## config.mk

```make
export PLATFORM = sky130hd
export DESIGN_NAME = addressGen_flat
export DESIGN_NICKNAME = d
export VERILOG_FILES = /design/src/design/lsuPkg.sv /design/src/design/lsuReqIf.sv /design/src/design/addressGen.sv /design/src/flat_wrapper.sv
export SDC_FILE = /design/constraint.sdc
export NUM_CORES = 1
export LEC_CHECK = 0
export ABC_AREA = 1
export ABC_CLOCK_PERIOD_IN_PS = 4400
export BUFFER_PORTS_ARGS = -buffer_cell sky130_fd_sc_hd__clkbuf_2
export CAP_MARGIN = 20
export CORE_AREA = 4 4 87 89
export CTS_CLUSTER_DIAMETER = 100
export DETAILED_ROUTE_END_ITERATION = 12
export DIE_AREA = 0 0 91 93
export GPL_ROUTABILITY_DRIVEN = 0
export PLACE_DENSITY = 0.89
export SYNTH_ARGS = -nofsm -noshare
export SYNTH_HDL_FRONTEND = slang
export SYNTH_SLANG_ARGS = --single-unit
```

## constraint.sdc

```tcl
create_clock -name clk -period 4.4 [get_ports clk]
set_input_delay 0.88 -clock clk [delete_from_list [all_inputs] [get_ports clk]]
set_output_delay 0.88 -clock clk [all_outputs]
set_load 0.1 [all_outputs]
```

## src/design/lsuPkg.sv

```systemverilog
package lsuPkg;

    // Data memory geometry
    localparam int memWords      = 256;
    localparam int wordIndexBits = 8;               // log2 of memWords

    // funct3 encodings shared by loads and stores
    localparam logic [2:0] fnByte  = 3'b000;        // LB / SB
    localparam logic [2:0] fnHalf  = 3'b001;        // LH / SH
    localparam logic [2:0] fnWord  = 3'b010;        // LW / SW
    localparam logic [2:0] fnByteU = 3'b100;        // LBU
    localparam logic [2:0] fnHalfU = 3'b101;        // LHU

    // One memory word, seen whole or split into lanes.
    // Byte lane n sits at byte offset n, halfword lane n at offset 2n.
    typedef union packed {
        logic [31:0]       word;                    // Full word
        logic [3:0][7:0]   bytes;                   // Byte lanes
        logic [1:0][15:0]  halves;                  // Halfword lanes
    } memWord_u;

endpackage

```

## src/design/lsuReqIf.sv

```systemverilog
interface lsuReqIf;
    import lsuPkg::*;

    logic                     validRead;            // Aligned load accepted
    logic                     validWrite;           // Aligned store accepted
    logic [31:0]              instNum;              // Instruction number
    logic [2:0]               funct3;               // Access width and sign
    logic [wordIndexBits-1:0] wordIndex;            // Wrapped word address
    logic [1:0]               byteOffset;           // Byte within the word
    logic [31:0]              storeData;            // Store payload
    logic [7:0]               phyTag;               // Physical destination tag

    // Address stage drives the registered request
    modport addrSide (
        output validRead,
        output validWrite,
        output instNum,
        output funct3,
        output wordIndex,
        output byteOffset,
        output storeData,
        output phyTag
    );

    // Data memory consumes it one edge later
    modport memSide (
        input validRead,
        input validWrite,
        input instNum,
        input funct3,
        input wordIndex,
        input byteOffset,
        input storeData,
        input phyTag
    );

endinterface

```

## src/design/addressGen.sv

```systemverilog
module addressGen (
    input  logic        clk,
    input  logic        reset,
    input  logic        memRead,
    input  logic        memWrite,
    input  logic [31:0] instNum,
    input  logic [2:0]  funct3,
    input  logic [31:0] baseAddr,
    input  logic [31:0] offset,
    input  logic [31:0] storeData,
    input  logic [7:0]  phyIn,
    lsuReqIf.addrSide   req,
    output logic        accessFault
);
    import lsuPkg::*;

    logic [31:0] effAddr;
    logic        loadCode;                          // funct3 is a legal load
    logic        storeCode;                         // funct3 is a legal store
    logic        misaligned;
    logic        readReq;
    logic        writeReq;
    logic        faultPending;                      // Fault waiting for the memory edge

    assign effAddr = baseAddr + offset;

    always_comb begin
        loadCode   = 1'b0;
        storeCode  = 1'b0;
        misaligned = 1'b0;
        case (funct3)
            fnByte: begin
                loadCode  = 1'b1;
                storeCode = 1'b1;
            end
            fnHalf: begin
                loadCode   = 1'b1;
                storeCode  = 1'b1;
                misaligned = effAddr[0];
            end
            fnWord: begin
                loadCode   = 1'b1;
                storeCode  = 1'b1;
                misaligned = |effAddr[1:0];
            end
            fnByteU: loadCode = 1'b1;               // No unsigned stores
            fnHalfU: begin
                loadCode   = 1'b1;
                misaligned = effAddr[0];
            end
            default: ;                              // Unknown code, dropped
        endcase
    end

    // A store wins if both strobes come in together
    assign writeReq = memWrite && storeCode;
    assign readReq  = memRead && !memWrite && loadCode;

    always_ff @(posedge clk) begin
        if (reset) begin
            req.validRead  <= 1'b0;
            req.validWrite <= 1'b0;
            faultPending   <= 1'b0;
            accessFault    <= 1'b0;
        end else begin
            req.validRead  <= readReq && !misaligned;
            req.validWrite <= writeReq && !misaligned;
            faultPending   <= (readReq || writeReq) && misaligned;
            accessFault    <= faultPending;         // Lines up with loadDone
        end
    end

    always_ff @(posedge clk) begin
        req.instNum    <= instNum;
        req.funct3     <= funct3;
        req.wordIndex  <= effAddr[wordIndexBits+1:2]; // Wraps on low bits
        req.byteOffset <= effAddr[1:0];
        req.storeData  <= storeData;
        req.phyTag     <= phyIn;
    end

endmodule

```

## src/flat_wrapper.sv

```systemverilog
// flat-port wrapper written by rule: the top's interface ports become plain ports
module addressGen_flat import lsuPkg::*;
  (clk, reset, memRead, memWrite, instNum, funct3, baseAddr, offset, storeData, phyIn, accessFault, req_validRead, req_validWrite, req_instNum, req_funct3, req_wordIndex, req_byteOffset, req_storeData, req_phyTag);
  lsuReqIf req_i ();
  input  logic clk;
  input  logic reset;
  input  logic memRead;
  input  logic memWrite;
  input  logic [31:0] instNum;
  input  logic [2:0] funct3;
  input  logic [31:0] baseAddr;
  input  logic [31:0] offset;
  input  logic [31:0] storeData;
  input  logic [7:0] phyIn;
  output logic accessFault;
  output wire logic [$bits(req_i.validRead)-1:0] req_validRead;
  output wire logic [$bits(req_i.validWrite)-1:0] req_validWrite;
  output wire logic [$bits(req_i.instNum)-1:0] req_instNum;
  output wire logic [$bits(req_i.funct3)-1:0] req_funct3;
  output wire logic [$bits(req_i.wordIndex)-1:0] req_wordIndex;
  output wire logic [$bits(req_i.byteOffset)-1:0] req_byteOffset;
  output wire logic [$bits(req_i.storeData)-1:0] req_storeData;
  output wire logic [$bits(req_i.phyTag)-1:0] req_phyTag;
  assign req_validRead = req_i.validRead;
  assign req_validWrite = req_i.validWrite;
  assign req_instNum = req_i.instNum;
  assign req_funct3 = req_i.funct3;
  assign req_wordIndex = req_i.wordIndex;
  assign req_byteOffset = req_i.byteOffset;
  assign req_storeData = req_i.storeData;
  assign req_phyTag = req_i.phyTag;
  addressGen u_core (.clk(clk), .reset(reset), .memRead(memRead), .memWrite(memWrite), .instNum(instNum), .funct3(funct3), .baseAddr(baseAddr), .offset(offset), .storeData(storeData), .phyIn(phyIn), .req(req_i), .accessFault(accessFault));
endmodule
```

==> results of run 1 <==
## cells in the final DEF, fill, tap and decap left out, drive strengths merged
master and count:
a21oi 4, clkinv 1, nand4 1, bufinv 1, o21ai 2, clkbuf 195, dfxtp 89, nand3 9
o21a 1, diode 1, ha 9, o211ai 1, nand2 39, inv 20, fa 1, nor3 1
xor2 5, nor2 11
## worst min-delay path, stage by stage, from the launching register on
cell and delay, ps:
dfxtp_1 310, inv_1 40, nor2_1 40
## flip-flops by register name, summed over array words and instances (netlist names)
register,count
u_core.faultPending,1
u_core.accessFault,1
u_core.req.wordIndex,8
u_core.req.storeData,32
u_core.req.validRead,1
u_core.req.byteOffset,2
u_core.req.phyTag,8
u_core.req.validWrite,1
u_core.req.instNum,32
u_core.req.funct3,3
## kinds of logic (layout without fill, tap and decap cells)
kind of cell / Yosys count / in the layout
simple gates: 61 / 61
buf+inv: 15 / 217
xor+xnor: 5 / 5
flops: 89 / 89
other cells: 0 / 1
fa+ha+maj: 10 / 10
compound gates: 8 / 8
## synthesized netlist by cell type
library cell  number  area [sq um]
nor3_1             1         5.000
nand3_1            8         40.04
o21ai_0            2         10.01
o211ai_1           1         7.510
nand3_2            1         10.01
dfxtp_1           89          1782
inv_1             15         56.30
fa_1               1         20.02
nand4_1            1         6.260
ha_1               9         112.6
nor2_1            10         37.54
nor2_2             1         6.260
xor2_1             5         43.79
o21a_1             1         7.510
nand2_1           39         146.4
a21oi_1            4         20.02
## routing by layer
layer / track usage (%) / up-vias
li1: - / 982
met1: 15.00 / 851
met2: 25.20 / 119
met3: 8.850 / 15
met4: 5.528 / 6
met5: 0 / -
## power groups by stage
stage | clock network [W] | registers (W) | logic (W)
after floorplan | 0 | 0.00129 | 0.0000528
after global placement | 0 | 0.000891 | 0.000558
after detailed placement | 0 | 0.000893 | 0.000562
after CTS | 0.000620 | 0.000874 | 0.000563
after global routing | 0.000656 | 0.000880 | 0.000580
final | 0.000595 | 0.000874 | 0.000559
## final cells by class
class | count | area [sq um]
diodes | 1 | 2.502
clock buffers | 9 | 123.9
clock inverters | 7 | 95.09
fillers | 615 | 3193
inverters | 15 | 56.30
multi-input cells | 84 | 473.0
flip-flops and latches | 89 | 1782
well taps | 80 | 100.1
repair buffers | 186 | 930.9
## final timing paths
path	end	cells after the start
worst max-delay path	req_storeData[9]	1
worst min-delay path	u_core.accessFault$_SDFF_PP0_	2
worst max register to register	u_core.accessFault$_SDFF_PP0_	2
worst min register to register	u_core.accessFault$_SDFF_PP0_	2
## per-stage QoR
step                      hold WS (ps)  std cells
after floorplan                  388.3        188
after global placement           394.3        454
after detailed placement         413.5        454
after CTS                        423.8        470
after global routing             434.5        470
final                            426.5        471
==> run_results.csv, run 1 <==
group,metric,value,unit
detailed_routing,met1_length,2228,microns
timing,slew_viol_final,0,
layout,drive_gt1_share,52.31,%
floorplanning,die_x,91,microns
timing,tightest_slew,581.0,ps
global_routing,grt_usage,14.85,%
yosys,syn_inst,188,
yosys,synth_fa_ha_area_share,5.739,%
clock_network,hold_buffers,0,
yosys,yosys_warnings,0,
layout,fin_util,52.74,%
layout,final_nets,538,
critical_path,crit_start,"u_core.req.storeData[9]$_DFF_P_",
timing,fin_crit_sh,46.05,%
critical_path,crit_chain,"clkbuf_2",
yosys,yosys_register_bits,89,
timing,fmax,0.4935,GHz
place,post_dp_cell_area,3342,sq um
worst_hold_path,hp-class,"reg -> reg",
critical_path,cp_data_required_time,3520,ps
detailed_routing,vias,1973,
floorplanning,io_pins,231,
floorplanning,chipHeight,93,microns
timing,finalSetupTns,0,ps
clock_network,cts_max_level,3,
global_routing,grt_max_degree,19,
place,hpwl,5399,microns
clock_network,cts_resized,0,
timing,slew_headroom,61.43,%
power,comb_power_share,27.6,%
timing,rsz0062_at_grt,"false",
floorplanning,core,6756,sq um
yosys,avgSynthCellArea,12.29,sq um
timing,finalSetupViolations,0,
detailed_routing,wl_met2,3078,microns
yosys,syn_nets,341,
timing,skew,2.594,ps
detailed_routing,post_drt_wl_per_cell,13.36,microns
global_routing,grt_pass1_vias,2068,
yosys,synth.distinct_cells,16,
clock_network,post_cts_buffers,0,
global_routing,antenna_found_initial,3,
critical_path,path_delay_family,"buffers and inverters",
detailed_routing,highest_layer,"met5",
detailed_routing,dr.pass1.iters,5,
critical_path,arrival,1150,ps
detailed_routing,route.met3.wl,845,microns
critical_path,rrSetupSlack,3890,ps
floorplanning,die-area,8463,sq um
detailed_routing,drc,0,
critical_path,reg2reg_from,"u_core.faultPending$_SDFF_PP0_",
clock_network,cts-root-buf,"clkbuf_8",
detailed_routing,drt-initial-drc-count,33,
critical_path,crit_path_max_incr_delay,460,ps
power,p_sw,0.0007986,W
detailed_routing,routed_via_density,4.189,
outcome,status,"finished, final reports clean",
power,pwr-share-seq,43.1,%
worst_hold_path,min_from,"u_core.faultPending$_SDFF_PP0_",
power,power_density,569.2,nW/um^2
global_routing,grt-ovfl-total,0,
layout,area_growth,54.20,%
power,sw_frac_of_total,39.37,%
timing,finalHoldViolCount,0,
timing,fin_crit,2026,ps
detailed_routing,ant_nets,0,
place,pre_cts_ws,2174,ps
yosys,synth-simple-area-share,10.88,%
timing,fin_ws,2374,ps
critical_path,cp_slowest_cell,"clkbuf_2",
clock_network,cts_tree,"yes",
clock_network,cts_buffer_depth,2,
clock_network,cts_sinks,89,
yosys,synth_top_family_by_area,"simple AND/OR/NAND/NOR gates",
critical_path,path_buf_inv,1,
critical_path,end_kind,"primary output",
yosys,synth_area,2311,sq um
power,power.total,0.002028,W
critical_path,cp_max_fo,1,
yosys,synthXorXnorAreaFrac,1.895,%
yosys,ys_seq_area_share,77.10,%
power,internal_power,0.001230,W
layout,design_area,3563,sq um
global_routing,grt_first_pass_wirelength,9804,microns
clock_network,cts_made_buffers,9,
clock_network,clk_latency,350,ps
floorplanning,start_util,34.20,%
place,port_buffers,186,
yosys,synth_compound_area_share,1.949,%
detailed_routing,finalWirelength,6291,microns
run,cap_violations,0,
clock_network,path_clk_slew,100,ps
critical_path,critical_path_class,"reg -> out",
power,p_leak,1.968,nW
floorplanning,core.rowCount,30,
yosys,synth.area.mux_share,0,%
power,power_frac_clock,29.4,%
critical_path,cp-start-kind,"flop",
power,irDropWorstVdd,0.0002057,V
No activity file was read; power rests on OpenSTA's default activity.
==> run 2, diff against run 1 <==
- ABC_CLOCK_PERIOD_IN_PS: 4400 -> 1700
- CORE_AREA: 4 4 87 89 -> not set
- CORE_MARGIN: not set -> 4
- CORE_UTILIZATION: not set -> 31
- DIE_AREA: 0 0 91 93 -> not set
- PLACE_DENSITY: 0.89 -> 0.86
- clock period: 4.4 -> 1.7 ns (I/O delays scaled with it)
==> run 2 against run 1 <==
First-iteration DRC count decreased by 18%. Core utilization down 3.4 points. Clock skew fell by 2.6 ps. Critical path depth unchanged. Sequential cell count stayed put. Die area is 5.2% higher. Final cell count up 4.0%. Non-clock buffer count rose by 1. Total power grew to 2.5 times the previous value. Sequential power increased to 2.6 times the previous value. Critical endpoint unchanged.
==> run_results.csv, run 2 (synthesis gave the netlist of run 1 again) <==
group,metric,value,unit
critical_path,cp_slowest_cell,"clkbuf_2",
timing,tightest_slew,580.6,ps
floorplanning,die_x,94.34,microns
global_routing,antenna_found_initial,0,
timing,slew_headroom,61.46,%
power,power_density,1441,nW/um^2
timing,slew_viol_final,0,
floorplanning,core.rowCount,31,
clock_network,clk_latency,340,ps
critical_path,r2r-end,"u_core.accessFault$_SDFF_PP0_",
floorplanning,die-area,8900,sq um
critical_path,arrival,1130,ps
clock_network,cts_tree,"yes",
place,port_buffers,186,
timing,fin_crit,1472,ps
detailed_routing,post_drt_wl_per_cell,12.84,microns
timing,finalSetupTns,0,ps
floorplanning,chipHeight,94.34,microns
layout,mostFrequentLayoutCell,"clkbuf_2",
critical_path,end_kind,"primary output",
detailed_routing,highest_layer,"met4",
timing,finalSetupViolations,0,
floorplanning,core,7253,sq um
outcome,status,"finished, final reports clean",
critical_path,crit_path_max_incr_delay,470,ps
power,sw_frac_of_total,38.70,%
power,p_sw,0.001995,W
worst_hold_path,min_path_cells,1,
clock_network,cts-root-buf,"clkbuf_8",
timing,fin_crit_sh,86.58,%
clock_network,post_cts_buffers,0,
layout,final_cell_mix,"clkbuf_2, dfxtp_1, nand2_1",
place,hpwl,5414,microns
worst_hold_path,min_from,"instNum[23]",
global_routing,grt_pass1_vias,1888,
global_routing,grt_first_pass_wirelength,8852,microns
clock_network,cts_made_buffers,9,
timing,fmax,0.6794,GHz
floorplanning,io_pins,231,
clock_network,path_clk_slew,90,ps
critical_path,crit_chain,"clkbuf_2",
detailed_routing,vias,1957,
detailed_routing,drc,0,
timing,skew,0.03841,ps
place,post_dp_cell_area,3373,sq um
timing,finalHoldViolCount,0,
critical_path,cp_data_required_time,1360,ps
power,pwr-share-seq,43.9,%
critical_path,path_buf_inv,1,
layout,area_growth,54.79,%
layout,reg_top3,"u_core.req.instNum (32), u_core.req.storeData (32)",
clock_network,hold_buffers,0,
critical_path,worstRegToRegCells,2,
critical_path,cp_max_fo,1,
run,cap_violations,0,
critical_path,path_delay_family,"buffers and inverters",
detailed_routing,finalWirelength,6292,microns
critical_path,rrSetupSlack,1200,ps
clock_network,cts_max_level,3,
worst_hold_path,whs_endpoint,"u_core.req.instNum[23]$_DFF_P_",
power,comb_power_share,28.1,%
power,internal_power,0.003159,W
critical_path,cp-start-kind,"flop",
global_routing,grt_usage,13.34,%
layout,design_area,3577,sq um
detailed_routing,dr.pass1.iters,4,
global_routing,grt-ovfl-total,0,
layout,diodes,0,
layout,final_nets,539,
power,p_leak,1.965,nW
power,irDropWorstVdd,0.0004124,V
clock_network,cts_resized,0,
detailed_routing,route.met3.wl,595,microns
critical_path,critical_path_class,"reg -> out",
detailed_routing,wl_met2,3544,microns
power,power_frac_clock,28.0,%
floorplanning,start_util,31.86,%
detailed_routing,ant_nets,0,
timing,rsz0062_at_grt,"false",
detailed_routing,routed_via_density,3.994,
worst_hold_path,hp-class,"in -> reg",
clock_network,cts_sinks,89,
layout,drive_gt1_share,52.17,%
detailed_routing,met1_length,2106,microns
detailed_routing,drt-initial-drc-count,27,
critical_path,reg2reg_from,"u_core.faultPending$_SDFF_PP0_",
clock_network,cts_buffer_depth,2,
global_routing,grt_max_degree,17,
-- run 2: cell count changes in the layout (fill, tap and decap cells not counted), sizes merged --
cell,change
buf,+1
clkinv,+2
clkbuf,+1
inv,-3
diode,-1
-- run 2: area by class of cell --
class                   instances  area (sq um)
clock buffers                  10         127.6
clock inverters                 6         76.32
fillers                       676          3676
inverters                      15         56.30
multi-input cells              84         473.0
flip-flops and latches         89          1782
well taps                      99         123.9
repair buffers                187         938.4
-- run 2: worst max-delay path by stage --
stage | startpoint | end | slack (ps) | depth (start not counted)
5_1_grt | u_core.req.storeData[9]$_DFF_P_ | req_storeData[9] | 170 | 1
4_1_cts | u_core.req.storeData[4]$_DFF_P_ | req_storeData[4] | 180 | 1
6_report | u_core.req.storeData[9]$_DFF_P_ | req_storeData[9] | 230 | 1
3_3_place_gp | offset[0] | u_core.req.validWrite$_SDFF_PP0_ | 60 | 8
3_5_place_dp | offset[0] | u_core.req.wordIndex[4]$_DFF_P_ | 30 | 9
2_1_floorplan | offset[0] | u_core.req.validWrite$_SDFF_PP0_ | 230 | 7
-- run 2: metrics by stage --
| step | util, % | total power (W) | setup slack, ps | hold WS, ps | instances |
|---|---|---|---|---|---|
| 6_report | 49.32 | 0.005154 | 228.2 | 89.33 | 490 |
| 3_5_place_dp | 46.51 | 0.003769 | 31.22 | 407.8 | 474 |
| 2_1_floorplan | - | 0.003470 | 234.2 | 367.7 | 188 |
| 5_1_grt | 49.32 | 0.005356 | 169.8 | 56.31 | 490 |
| 4_1_cts | 49.32 | 0.005222 | 182.6 | 61.85 | 490 |
| 3_3_place_gp | 46.51 | 0.003756 | 58.77 | 393.2 | 474 |
-- run 2: power groups by stage --
| stage | sequential [W] | combinational, W | clock [W] |
|---|---|---|---|
| after floorplan | 0.00333 | 0.000137 | 0 |
| after global placement | 0.00231 | 0.00145 | 0 |
| after detailed placement | 0.00231 | 0.00146 | 0 |
| after CTS | 0.00226 | 0.00146 | 0.00150 |
| after global routing | 0.00228 | 0.00150 | 0.00157 |
| final | 0.00226 | 0.00145 | 0.00144 |
-- run 2: metal layers --
metal	vias up	global-route usage, %
met5	-	0
met4	0	4.693
met3	2	5.100
met2	98	25.95
met1	876	12.55
li1	981	-
==> run 3, diff against run 2 <==
- CTS_BUF_LIST: not set -> sky130_fd_sc_hd__clkbuf_16
- PLACE_DENSITY: 0.86 -> 0.84
==> run 3 against run 2 <==
First-iteration DRC count is 89% higher. Sequential share of layout area is 1.3 points lower. Via count grew 1.3%. Clock power grew 31%. Setup slack better by 18 ps. Largest cell class unchanged.
==> run_results.csv, run 3 (synthesis gave the netlist of run 1 again) <==
group,metric,value,unit
power,power_frac_clock,33.7,%
global_routing,grt_max_degree,19,
global_routing,grt_usage,13.72,%
timing,fin_crit_sh,85.54,%
layout,reg_top3,"u_core.req.instNum (32), u_core.req.storeData (32)",
global_routing,grt_pass1_vias,1917,
timing,slew_viol_final,0,
critical_path,cp_num_cells,1,
critical_path,end_kind,"primary output",
power,comb_power_share,25.9,%
power,power_density,1524,nW/um^2
global_routing,grt-ovfl-total,0,
power,internal_power,0.003490,W
power,pwr-share-seq,40.4,%
floorplanning,chipHeight,94.34,microns
power,irDropWorstVdd,0.0004875,V
outcome,status,"finished, final reports clean",
critical_path,cp_max_fo,1,
critical_path,crit_end,"req_storeData[7]",
layout,final_cell_mix,"clkbuf_2, dfxtp_1, nand2_1",
floorplanning,die-area,8900,sq um
critical_path,cp_slowest_cell,"clkbuf_2",
timing,finalHoldViolCount,0,
critical_path,path_buf_inv,1,
global_routing,grt_first_pass_wirelength,9087,microns
run,cap_violations,0,
layout,nFillCells,675,
detailed_routing,vias,1983,
clock_network,cts_sinks,89,
place,post_dp_cell_area,3373,sq um
layout,diodes,0,
detailed_routing,dr.pass1.iters,4,
clock_network,cts_buffer_depth,2,
clock_network,cts_resized,0,
critical_path,worstRegToRegCells,2,
timing,fin_crit,1454,ps
layout,drive_gt1_share,52.43,%
critical_path,reg2reg_from,"u_core.faultPending$_SDFF_PP0_",
layout,final_nets,539,
layout,area_growth,58.85,%
clock_network,post_cts_buffers,0,
floorplanning,start_util,31.86,%
critical_path,r2r-end,"u_core.accessFault$_SDFF_PP0_",
clock_network,path_clk_slew,70,ps
critical_path,rrSetupSlack,1240,ps
critical_path,cp-start-kind,"flop",
detailed_routing,finalWirelength,6272,microns
timing,skew,0.03764,ps
layout,fin_util,50.61,%
place,port_buffers,186,
detailed_routing,drc,0,
place,hpwl,5465,microns
power,p_sw,0.002105,W
floorplanning,io_pins,231,
timing,finalSetupViolations,0,
critical_path,critical_path_class,"reg -> out",
critical_path,crit_start,"u_core.req.storeData[7]$_DFF_P_",
timing,finalSetupTns,0,ps
critical_path,path_delay_family,"buffers and inverters",
clock_network,hold_buffers,0,
critical_path,arrival,1110,ps
detailed_routing,ant_nets,0,
critical_path,crit_path_max_incr_delay,460,ps
power,p_leak,2.004,nW
timing,fmax,0.6877,GHz
critical_path,crit_chain,"clkbuf_2",
timing,rsz0062_at_grt,"false",
floorplanning,core.rowCount,31,
detailed_routing,post_drt_wl_per_cell,12.80,microns
clock_network,cts_tree,"yes",
clock_network,cts_max_level,3,
clock_network,cts_made_buffers,9,
clock_network,cts-root-buf,"clkbuf_16",
power,sw_frac_of_total,37.62,%
worst_hold_path,hp-class,"in -> reg",
layout,mostFrequentLayoutCell,"clkbuf_2",
global_routing,antenna_found_initial,0,
clock_network,clk_latency,330,ps
timing,slew_headroom,61.27,%
layout,design_area,3671,sq um
critical_path,cp_data_required_time,1360,ps
timing,tightest_slew,583.4,ps
floorplanning,die_x,94.34,microns
detailed_routing,routed_via_density,4.047,
detailed_routing,drt-initial-drc-count,51,
floorplanning,core,7253,sq um
## run 3: cell count changes in the layout (fill, tap and decap cells not counted), sizes merged
cell | before | now
clkinvlp | 0 | 1
clkbuf | 196 | 195
inv | 17 | 18
bufinv | 1 | 0
## run 3: through the flow
stage                     std cells  hold slack, ps  worst slack, ps  total power [W]
after floorplan                 188           367.7            234.2         0.003470
after global placement          474           398.4            66.39         0.003753
after detailed placement        474           395.3            2.084         0.003768
after CTS                       490           90.24            218.5         0.005664
after global routing            490           76.62            188.5         0.005835
final                           490           101.8            245.8         0.005596
## run 3: layout make-up
class | instances | area [sq um] | share of cell area (%)
flip-flops and latches | 89 | 1782 | 48.53
well taps | 99 | 123.9 | 3.374
repair buffers | 187 | 938.4 | 25.56
clock buffers | 9 | 225.2 | 6.135
clock inverters | 7 | 72.57 | 1.977
multi-input cells | 84 | 473.0 | 12.88
inverters | 15 | 56.30 | 1.534
## run 3: how the worst min path moves through the flow
stage / from / end / slack [ps] / depth (start not counted)
after floorplan: funct3[0] / u_core.req.funct3[0]$_DFF_P_ / 370 / 0
after global placement: u_core.faultPending$_SDFF_PP0_ / u_core.accessFault$_SDFF_PP0_ / 400 / 2
after detailed placement: u_core.faultPending$_SDFF_PP0_ / u_core.accessFault$_SDFF_PP0_ / 400 / 2
after CTS: instNum[14] / u_core.req.instNum[14]$_DFF_P_ / 90 / 1
after global routing: instNum[26] / u_core.req.instNum[26]$_DFF_P_ / 80 / 1
final: storeData[18] / u_core.req.storeData[18]$_DFF_P_ / 100 / 1
## run 3: power groups by stage
stage / combinational [W] / clock, W / sequential [W]
after floorplan: 0.000137 / 0 / 0.00333
after CTS: 0.00146 / 0.00194 / 0.00226
after global placement: 0.00144 / 0 / 0.00231
after global routing: 0.00151 / 0.00206 / 0.00227
final: 0.00145 / 0.00189 / 0.00226
after detailed placement: 0.00146 / 0 / 0.00231
## run 3: worst reg2reg max path: stages (launching register included)
cell and delay (ps):
dfxtp_1 310, inv_1 30, nor2_1 70
## run 3: layer usage
layer  vias up  track usage [%]  wire (microns)
met5         -                0               0
met1       881            12.99            2127
met4         0            4.332              68
met3         8            6.375             663
met2       107            26.00            3412
li1        987                -               -
